## config.mk

```make
export PLATFORM = sky130hd
export DESIGN_NAME = global_event_counter
export DESIGN_NICKNAME = d
export VERILOG_FILES = /design/src/source/ice_bus_pkg.sv /design/src/source/global_event_counter.sv
export SDC_FILE = /design/constraint.sdc
export NUM_CORES = 1
export LEC_CHECK = 0
export BUFFER_PORTS_ARGS = -buffer_cell sky130_fd_sc_hd__buf_2
export CAP_MARGIN = 0
export CORE_AREA = 5 5 42 44
export DETAILED_ROUTE_END_ITERATION = 10
export DIE_AREA = 0 0 47 49
export GPL_TIMING_DRIVEN = 0
export PLACE_DENSITY = 0.46
export SYNTH_ARGS = -nofsm -noshare
export SYNTH_HDL_FRONTEND = slang
export SYNTH_SLANG_ARGS = --single-unit
```

## constraint.sdc

```tcl
create_clock -name clk -period 1.09 [get_ports clk]
set_input_delay 0.218 -clock clk [delete_from_list [all_inputs] [get_ports clk]]
set_output_delay 0.218 -clock clk [all_outputs]
set_load 0.02 [all_outputs]
```

## src/source/ice_bus_pkg.sv

```systemverilog
package ice_bus_pkg;

	// One host character on the byte stream
	typedef logic [7:0] char_t;

	// Frame address character, picks the device function
	typedef logic [7:0] dev_addr_t;

	// Global event counter value
	typedef logic [7:0] tag_t;

	// Addresses understood by the kept devices
	localparam dev_addr_t ADDR_VERSION = 8'h76;
	localparam dev_addr_t ADDR_GPIO_WR = 8'h47;
	// Async GPIO change report
	localparam dev_addr_t ADDR_GPIO_EVT = 8'h67;
	// Replies to a register write
	localparam dev_addr_t ADDR_ACK = 8'h41;
	localparam dev_addr_t ADDR_NAK = 8'h4e;

	// Master bus, broadcast by the controller to every device
	typedef struct packed {
		// High from address byte until frame close
		logic      frame_valid;
		// Single cycle strobe per data byte
		logic      data_valid;
		dev_addr_t addr;
		char_t     data;
	} ma_bus_t;

	// One response byte offered by a device
	typedef struct packed {
		logic  valid;
		// Final byte of the response frame
		logic  last;
		char_t data;
	} sl_beat_t;

endpackage

```

## src/source/global_event_counter.sv

```systemverilog
`timescale 1ns/1ps

module global_event_counter (
	input  logic               clk,
	input  logic               reset,
	input  logic               incr,
	output ice_bus_pkg::tag_t  tag
);

	// Shared time tag for all event sources
	// Wraps at 8 bits
	always_ff @(posedge clk) begin
		if (reset) begin
			tag <= '0;
		end else if (incr) begin
			// One step per cycle with incr high
			tag <= tag + 1'b1;
		end
	end

endmodule

```

=== Word-level counts from Yosys, hierarchy flattened ===
Index checks and enable logic that the tools add are counted.

* Flip-flop bits (word level): 8
* Bits in latches: 0
* RAM bits: 0
* ROM bits: 0
* Bits of input ports: 3
* Output and inout bits: 8
* Word-level logic and storage cells: 2
* Memories kept: 0

* Add/sub/neg operators: 1
* Multipliers: 0
* Div/mod/pow operators: 0
* Magnitude comparators: 0
* Equal/unequal tests: 0
* Shift-type cells: 0
* Muxes and demuxes: 0
* Bitwise operators: 0
* Reductions and logical operators: 0

{| class="wikitable"
|+ Operators by type and width
! kind !! count
|-
| adder 8 x 1 -> 8 bit (second input constant) || 1
|}

=== Depth between registers and ports, before layout ===
Gate-level depths: netlist of the first run.

* Word-level depth: 1
* Gate-level depth with buffers: 4
* Gate-level depth less buffers: 4

=== Least setup slack after synthesis of the first run ===
No wires, ideal clock.

* Kind: reg2reg
* From: reg tag[0]
* To: reg tag[6]
* Library setup time: 70 ps
* Arrival time: 1265 ps
* Required time: 1020 ps
* Slack: -245 ps
* Stages on the path, launching flop included: 5
* Buffers on the path: 0
* Period minus slack after synthesis: 1335 ps
* Cell sequence: dfxtp_1 > ha_1 > nand3_1 > or3_1 > a21oi_1

* Cells in the longest elaborated chain, start to end: 1

{| class="wikitable"
|+ Ends and longest elaborated chain
! item !! line !! RTL
|-
| start: declaration || global_event_counter.sv:7 || <nowiki>output ice_bus_pkg::tag_t tag</nowiki>
|-
| start signal: assignment || global_event_counter.sv:17 || <nowiki>tag <= tag + 1'b1;</nowiki>
|-
| adder 8 x 1 -> 8 bit || global_event_counter.sv:17 ||
|}

No other way between the ends.
A chain may end at the register's enable or synchronous reset.

=== Final worst setup path of the first run ===
* From: reg tag[5]
* To: reg tag[7]

The elaborated chain is that of the path after synthesis.

==> metrics.cfg, run 1 <==
[critical_path]
crit_path_end_kind=flop
endpoint=tag[7]
cp.required_ps=1280
cp_num_buf_inv=0
path_max_fanout=5
rr_worst_depth=3
worst_path_largest_cell_delay_ps=380
critPathLaunchType=flop
cp-startpoint=tag[5]
timing.rr.start=tag[5]
crit_family=simple AND/OR/NAND/NOR gates
cpMaxStageDelayCell=dfxtp_1
worstSetupPathDepth=3
r2r_slack_ps=3
critPathKind=flop to flop
worst_ep_arrival_time_ps=1280
r2r_end=tag[7]
crit_path_cell_trace=nand4_1, or3_1, a21oi_2

[detailed_routing]
wire_per_inst_um=11.4
wl_um=766
route.vias.total=307
post-route-drc-count=0
drt_iter0_drc=3
antenna_left=0
via_per_inst=4.58
drt_pass1_iterations=2

[finish]
num_antenna_cells=0
post-route-util=0.349
area_growth_pct=44.3
reg_top3=tag x8
drive_above_1_share=0.451
nets=56
largest_register=tag
largest_reg_flops=8
fillers=157
fin_cells=67

[place]
dpl.cell_count=61
io_buffers=8
gp_congestion=0.690
place_hpwl_um=524

[power_and_ir_drop]
power_frac_comb=0.096
power_mw=0.621
p_per_area_nw_per_um2=1270
power_frac_clock=0.401
p_int_mw=0.465
power.static_leakage_nw=0.198
swShare=0.251
p_seq_frac=0.503
ir_worst_vdd_mv=0.513
p_sw_mw=0.156

[timing]
finalSetupTns_ps=0
rsz0062_at_grt=yes
drv_slew=0
max_freq_mhz=920
setup_viol=0
worst_clock_skew_ps=4.21
hold_violations=0
period_needed_ps=1090
whs_ps=273
finalCritPeriodShare=0.997
tightest_slew_ps=400
slew_headroom=0.733

[clock_tree]
htree_levels=1
clk_pin_slew_ps=60
cts_sinks=8
cts_made_buffers=3
cts_tree=built
clock_latency_ps=260
root_buffer=clkbuf_4
clk_path_buf_depth=2

[synth]
synth_adder_area_share=0.0369
synthMuxAreaShare=0.0295
syn-num-nets=41
yosys.area_share.simple=0.236
ys_seq_area_frac=0.472
ys_types=15
synthCells=37
avgSynthCellArea_um2=9.16
synth_compound_area_frac=0.0886
synth-xor-area-share=0.103
post_synth_instance_area_um2=339
ys_seq_elements=8
yosysWarnings=0
synth_top_family_by_area=simple AND/OR/NAND/NOR gates

[grt]
grt_pass1_wl_um=1150
grtUsageTotal=0.0727
grt_max_degree=9
first_global_vias=270
antenna_found_initial=0
grt_overflow_total=0

[die]
core_um2=1400
fp.dieArea_um2=2300
rows=14
die_x_um=47
die_height_um=49
io_pins=11
initial_core_util=0.242

[min_path]
hp-class=input port to flop

[flow_run]
maxCapViolCount=0

[outcome]
status=completed

## cell type report
type / instances / area (um2) / area share
flip-flops and latches: 8 / 176 / 0.361
well taps: 16 / 20.0 / 0.0409
repair buffers: 10 / 57.6 / 0.118
multi-input cells: 27 / 198 / 0.404
clock buffers: 4 / 26.3 / 0.0537
plain buffers: 2 / 11.3 / 0.0230
## power groups by stage
stage | Combinational (mW) | Sequential (mW) | Clock (mW)
floorplan | 0.0275 | 0.328 | 0
global placement | 0.0504 | 0.319 | 0
CTS | 0.0532 | 0.316 | 0.262
detailed placement | 0.0514 | 0.319 | 0
global route | 0.0666 | 0.314 | 0.282
finish | 0.0595 | 0.312 | 0.249
## stage by stage
step                      setup slack [ps]  cell area [um2]
final                                 2.76              489
after global routing                 -67.9              489
after CTS                            -6.58              465
after detailed placement             -27.8              425
after global placement               -1.71              425
after floorplan                       4.99              365
## cell families (layout without fill, tap and decap cells)
| kind of cell | after synthesis | count (layout) |
|---|---|---|
| AND/OR/NAND/NOR | 15 | 15 |
| flip-flops | 8 | 8 |
| AO/OA/AOI/OAI | 6 | 6 |
| XOR/XNOR | 4 | 4 |
| buffers and inverters | 2 | 16 |
| adder cells (fa/ha/maj) | 1 | 1 |
| multiplexers | 1 | 1 |
## layer usage
| layer | global-route usage | wire length [um] |
|---|---|---|
| met1 | 0.0841 | 341 |
| met2 | 0.0995 | 351 |
| met3 | 0.0554 | 73 |
| met4 | 0.0276 | 0 |
| met5 | 0 | 0 |
## worst register-to-register path, stage by stage, from the launching register on
cell     delay, ps
dfxtp_1        380
nand4_1        130
or3_1          380
a21oi_2        140
## Yosys cell counts (all sizes together)
cell,n,share of area
nor2,5,0.055
o21ai,3,0.044
nand4,3,0.074
ha,1,0.037
xor2,3,0.078
mux2i,1,0.030
nand2,2,0.022
buf,2,0.033
dfxtp,8,0.47
nand3,2,0.030
a21oi,3,0.044
xnor2,1,0.026
or3,3,0.055
## worst min-delay path by stage
stage                 from     end  cells after the start
floorplan            reset  tag[1]                      2
CTS                   incr  tag[0]                      3
global route          incr  tag[0]                      3
detailed placement  tag[7]  tag[7]                      2
finish                incr  tag[0]                      3
global placement    tag[7]  tag[7]                      2
## cell usage in the layout (no fill, tap or decap), types with 2 or more instances in the layout
cell	n
clkbuf_4	3
nand2_1	2
a21oi_1	2
xor2_1	3
o21ai_0	3
nand4_1	2
buf_4	4
buf_2	7
dfxtp_4	4
or3_1	3
dfxtp_1	3
nor2_1	5
## repair_timing
| item | 4_1_cts | 5_1_grt |
|---|---|---|
| buffers inserted | 0 | 2 |
| setup endpoints to repair | 3 | 3 |
| pin swaps | 2 | 4 |
| hold buffers | 0 | 0 |
| resized for setup | 2 | 3 |
| cloned | 0 | 0 |
Power figures use the tool's default switching activity.
==> run 2, diff against run 1 <==
==> constraint.sdc (replaced) <==
create_clock -name clk -period 1.09 [get_ports clk]
set_input_delay 0.0545 -clock clk [delete_from_list [all_inputs] [get_ports clk]]
set_output_delay 0.0545 -clock clk [all_outputs]
set_load 0.02 [all_outputs]
==> metrics.cfg, run 2 (synthesis gave the netlist of run 1 again) <==
[clock_tree]
htree_levels=1  ; unchanged
ctsHoldBuffers=0  ; unchanged
cts_made_buffers=3  ; unchanged
root_buffer=clkbuf_4
clock_latency_ps=260  ; about the same
cts_sinks=8  ; unchanged
clk_path_buf_depth=2  ; unchanged
clk_pin_slew_ps=60  ; about the same
cts_tree=built

[grt]
grt_max_degree=9  ; unchanged
grt_pass1_wl_um=1190  ; +4.2%
grt_overflow_total=0  ; unchanged
first_global_vias=279  ; +3.3%
grtUsageTotal=0.0755  ; +0.00282
antenna_found_initial=0  ; unchanged

[detailed_routing]
wire_per_inst_um=11.5  ; +0.52%
wl_um=770  ; +0.52%
route.vias.total=302  ; -1.6%
drt_pass1_iterations=2  ; unchanged
post-route-drc-count=0  ; unchanged
antenna_left=0  ; unchanged
via_per_inst=4.51  ; -1.6%
drt_iter0_drc=1  ; -2

[timing]
period_needed_ps=1080  ; -3.03 ps
max_freq_mhz=922  ; +0.28%
slew_headroom=0.736  ; +0.00250
finalCritPeriodShare=0.995  ; -0.00278
drv_slew=0  ; unchanged
whs_ps=108  ; -165 ps
rsz0062_at_grt=yes
setup_viol=0  ; unchanged
tightest_slew_ps=396  ; -3.74 ps
finalSetupTns_ps=0  ; unchanged
hold_violations=0  ; unchanged
worst_clock_skew_ps=3.67  ; -0.547 ps

[finish]
reg_top3=tag x8
largest_register=tag
largest_reg_flops=8  ; unchanged
nets=56  ; unchanged
final_cell_mix=8 x buf_2, 5 x nor2_1, 4 x dfxtp_4
num_antenna_cells=0  ; unchanged
area_growth_pct=43.5
fin_cells=67  ; unchanged
layout_commonest_cell=buf_2
final_area_um2=487  ; -0.51%
drive_above_1_share=0.451  ; unchanged

[die]
rows=14  ; unchanged
die_x_um=47  ; unchanged
core_um2=1400  ; unchanged
io_pins=11  ; unchanged
die_height_um=49  ; unchanged
initial_core_util=0.242  ; unchanged
fp.dieArea_um2=2300  ; unchanged

[critical_path]
crit_path_end_kind=flop
r2r_slack_ps=6  ; about the same
cp-startpoint=tag[5]
rr_worst_depth=3  ; unchanged
timing.rr.start=tag[5]
path_max_fanout=5  ; unchanged
critPathLaunchType=flop
r2r_end=tag[7]
worst_ep_arrival_time_ps=1270  ; about the same
cp.required_ps=1280  ; about the same
endpoint=tag[7]
critPathKind=flop to flop

[place]
place_hpwl_um=524  ; unchanged
gp_congestion=0.690  ; unchanged
dpl.cell_count=61  ; unchanged
dpl_cell_area_um2=425  ; unchanged
io_buffers=8  ; unchanged

[power_and_ir_drop]
p_per_area_nw_per_um2=1280  ; +0.68%
ir_worst_vdd_mv=0.513  ; about the same
power.static_leakage_nw=0.198  ; about the same

[flow_run]
maxCapViolCount=0  ; unchanged

[min_path]
hp-class=input port to flop

[outcome]
status=completed

run 2: cell type report:
class,instances,area (um2)
Buffer,2,11.3
Clock buffer,4,26.3
Fill cell,154,915
Multi-Input combinational cell,27,198
Sequential cell,8,176
Tap cell,16,20.0
Timing Repair Buffer,10,55.1
run 2: how the worst min path moves through the flow:
stage | slack [ps] | from | cells past startpoint | to
2_1_floorplan | 330 | reset | 2 | tag[1]
3_3_place_gp | 360 | incr | 3 | tag[0]
6_report | 110 | incr | 3 | tag[0]
4_1_cts | 110 | incr | 3 | tag[0]
3_5_place_dp | 370 | incr | 3 | tag[0]
5_1_grt | 120 | incr | 3 | tag[0]
run 2: repair_timing:
item,in CTS,in global routing
buffers inserted,2,0
pin swaps,3,3
cloned,0,0
setup endpoints to repair,3,3
gates resized for setup,2,2
run 2: through the flow:
stage / util / setup slack [ps] / power, mW
floorplan: - / 4.99 / 0.355
finish: 0.347 / 5.79 / 0.622
CTS: 0.343 / -10.1 / 0.638
detailed placement: 0.304 / -27.8 / 0.371
global route: 0.347 / -74.6 / 0.663
global placement: 0.304 / -1.71 / 0.370
run 2: metal layers:
layer  track usage  share of wire  vias up  wire [um]
met1        0.0819           0.44      135        337
met4        0.0276              0        0          0
met3        0.0554          0.096        0         74
li1              -              -      156          -
met2         0.111           0.47       11        359
met5             0              0        -          0
run 2: where the power goes:
| group | total (mW) | switching [mW] | internal [mW] |
|---|---|---|---|
| Combinational | 0.0606 | 0.0325 | 0.0281 |
| Clock | 0.250 | 0.109 | 0.141 |
| Sequential | 0.311 | 0.0146 | 0.297 |
run 2: critical path: stages (launching register included):
cell     delay [ps]
dfxtp_1         380
nand4_1         130
or3_1           380
a21oi_2         140
==> run 3, diff against run 2 <==
--- a/config.mk
+++ b/config.mk
@@ -13,4 +13,5 @@
 export GPL_TIMING_DRIVEN = 0
 export PLACE_DENSITY = 0.46
+export RECOVER_POWER = 25
 export SYNTH_ARGS = -nofsm -noshare
 export SYNTH_HDL_FRONTEND = slang
==> constraint.sdc (replaced) <==
create_clock -name clk -period 1.09 [get_ports clk]
set_input_delay 0.2725 -clock clk [delete_from_list [all_inputs] [get_ports clk]]
set_output_delay 0.2725 -clock clk [all_outputs]
set_load 0.02 [all_outputs]
==> metrics.cfg, run 3 (synthesis gave the netlist of run 1 again) <==
[outcome]
status=finished, violations left
violations=setup timing

[grt]
grt_pass1_wl_um=1160  ; -2.8%
use_met3=0.0554  ; unchanged
grt_use_met1=0.0819  ; unchanged
antenna_found_initial=0  ; unchanged
grt_use_met2=0.104  ; -0.00679
first_global_vias=275  ; -1.4%
grt_max_degree=9  ; unchanged
grt.busiest_layer=met2
grt_overflow_total=0  ; unchanged
grtUsageTotal=0.0734  ; -0.00212

[timing]
hold_violations=0  ; unchanged
finalCritPeriodShare=1.00  ; +0.00928
setup_viol=1  ; +1
period_needed_ps=1090  ; +10.1 ps
worst_clock_skew_ps=4.59  ; +0.926 ps
tightest_slew_ps=430  ; +33.8 ps
worst_slack_ps=-4.32  ; -10.1 ps
max_freq_mhz=914  ; -0.92%
whs_ps=327  ; +220 ps
drv_slew=0  ; unchanged
slew_headroom=0.713  ; -0.0225
rsz0062_at_grt=yes

[detailed_routing]
post-route-drc-count=0  ; unchanged
drt_iter0_drc=2  ; +1
wl_um=783  ; +1.7%
antenna_left=0  ; unchanged
drt_pass1_iterations=2  ; unchanged
route.vias.total=319  ; +5.6%
via_per_inst=4.62  ; +2.6%
wire_per_inst_um=11.3  ; -1.3%

[finish]
layout_commonest_cell=buf_4
largest_register=tag
drive_above_1_share=0.491  ; +0.0396
fillers=150  ; -2.6%
reg_top3=tag x8
nets=58  ; +3.6%
largest_reg_flops=8  ; unchanged
fin_cells=69  ; +3.0%
num_antenna_cells=0  ; unchanged
final_cell_mix=12 x buf_4, 5 x nor2_1, 4 x dfxtp_4
area_growth_pct=54.2
post-route-util=0.373  ; +0.0259

[critical_path]
critPathLaunchType=flop
worst_ep_arrival_time_ps=1280  ; about the same
crit_path_end_kind=flop
worst_path_largest_cell_delay_ps=390  ; about the same
critPathKind=flop to flop
path_max_fanout=5  ; unchanged
crit_path_cell_trace=nand4_1, or3_1, a21oi_2
crit_family=simple AND/OR/NAND/NOR gates
cp.required_ps=1280  ; about the same
cp_num_buf_inv=0  ; unchanged
cpMaxStageDelayCell=dfxtp_1

[place]
place_ws_ps=-50.6  ; -22.8 ps
io_buffers=8  ; unchanged
dpl.cell_count=61  ; unchanged
gp_congestion=0.690  ; unchanged
place_hpwl_um=524  ; unchanged

[min_path]
hp-class=input port to flop

[clock_tree]
cts_tree=built
clk_path_buf_depth=2  ; unchanged
clock_latency_ps=260  ; about the same
clk_pin_slew_ps=60  ; about the same
htree_levels=1  ; unchanged
root_buffer=clkbuf_4
ctsHoldBuffers=0  ; unchanged
cts_sinks=8  ; unchanged
cts_made_buffers=3  ; unchanged

[die]
die_x_um=47  ; unchanged
die_height_um=49  ; unchanged
io_pins=11  ; unchanged
rows=14  ; unchanged
core_um2=1400  ; unchanged
fp.dieArea_um2=2300  ; unchanged
initial_core_util=0.242  ; unchanged

[power_and_ir_drop]
p_seq_frac=0.499  ; -0.002
ir_worst_vdd_mv=0.522  ; +1.9%
swShare=0.249  ; -0.00199
power_frac_comb=0.104  ; +0.007
p_per_area_nw_per_um2=1200  ; -6.2%
p_int_mw=0.470  ; +1.0%
power_frac_clock=0.397  ; -0.005
power_mw=0.627  ; +0.76%
p_sw_mw=0.156  ; about the same
power.static_leakage_nw=0.209  ; +5.4%

[flow_run]
maxCapViolCount=0  ; unchanged

## run 3: cell types whose count changed in the layout (fill, tap and decap cells not counted), sizes merged
cell,delta
buf,+2
## run 3: layout make-up
type	instances	area, um2	share of cell area
multi-input combinational	27	201	0.385
sequential	8	176	0.337
timing repair buffer	12	87.6	0.167
clock buffer	4	26.3	0.0502
buffer	2	11.3	0.0215
tap	16	20.0	0.0383
## run 3: power groups by stage
stage	Sequential, mW	Clock, mW	Combinational [mW]
6_report	0.313	0.249	0.0654
5_1_grt	0.314	0.284	0.0724
4_1_cts	0.316	0.262	0.0570
3_5_place_dp	0.319	0	0.0514
3_3_place_gp	0.319	0	0.0504
2_1_floorplan	0.328	0	0.0275
## run 3: stage by stage
step,setup TNS (ps),cell area (um2)
floorplan,0,365
global placement,-23.0,425
detailed placement,-50.6,425
CTS,-18.0,475
global route,-209,523
finish,-4.32,523
## run 3: path summary, 6_finish.rpt
| path | to | cells after the start | start | slack (ps) |
|---|---|---|---|---|
| worst max-delay path | tag[7] | 3 | tag[5] | -4 |
| worst min-delay path | tag[0] | 3 | incr | 330 |
| worst max register to register | tag[7] | 3 | tag[5] | -4 |
| worst min register to register | tag[7] | 2 | tag[7] | 500 |
## run 3: worst reg2reg max path: stages (launching register included)
cell     delay (ps)
dfxtp_1         390
nand4_1         130
or3_1           380
a21oi_2         140
## run 3: routing by layer
metal	routed length, um	up-vias
li1	-	160
met1	340	148
met2	369	11
met3	73	0
met4	0	0
met5	0	-
## run 3: repair_timing
| item | 4_1_cts | 5_1_grt |
|---|---|---|
| endpoints found under the setup margin | 5 | 10 |
| gates cloned | 0 | 0 |
| buffers inserted | 0 | 4 |
| gates resized for setup | 6 | 6 |
| pin swaps | 2 | 5 |
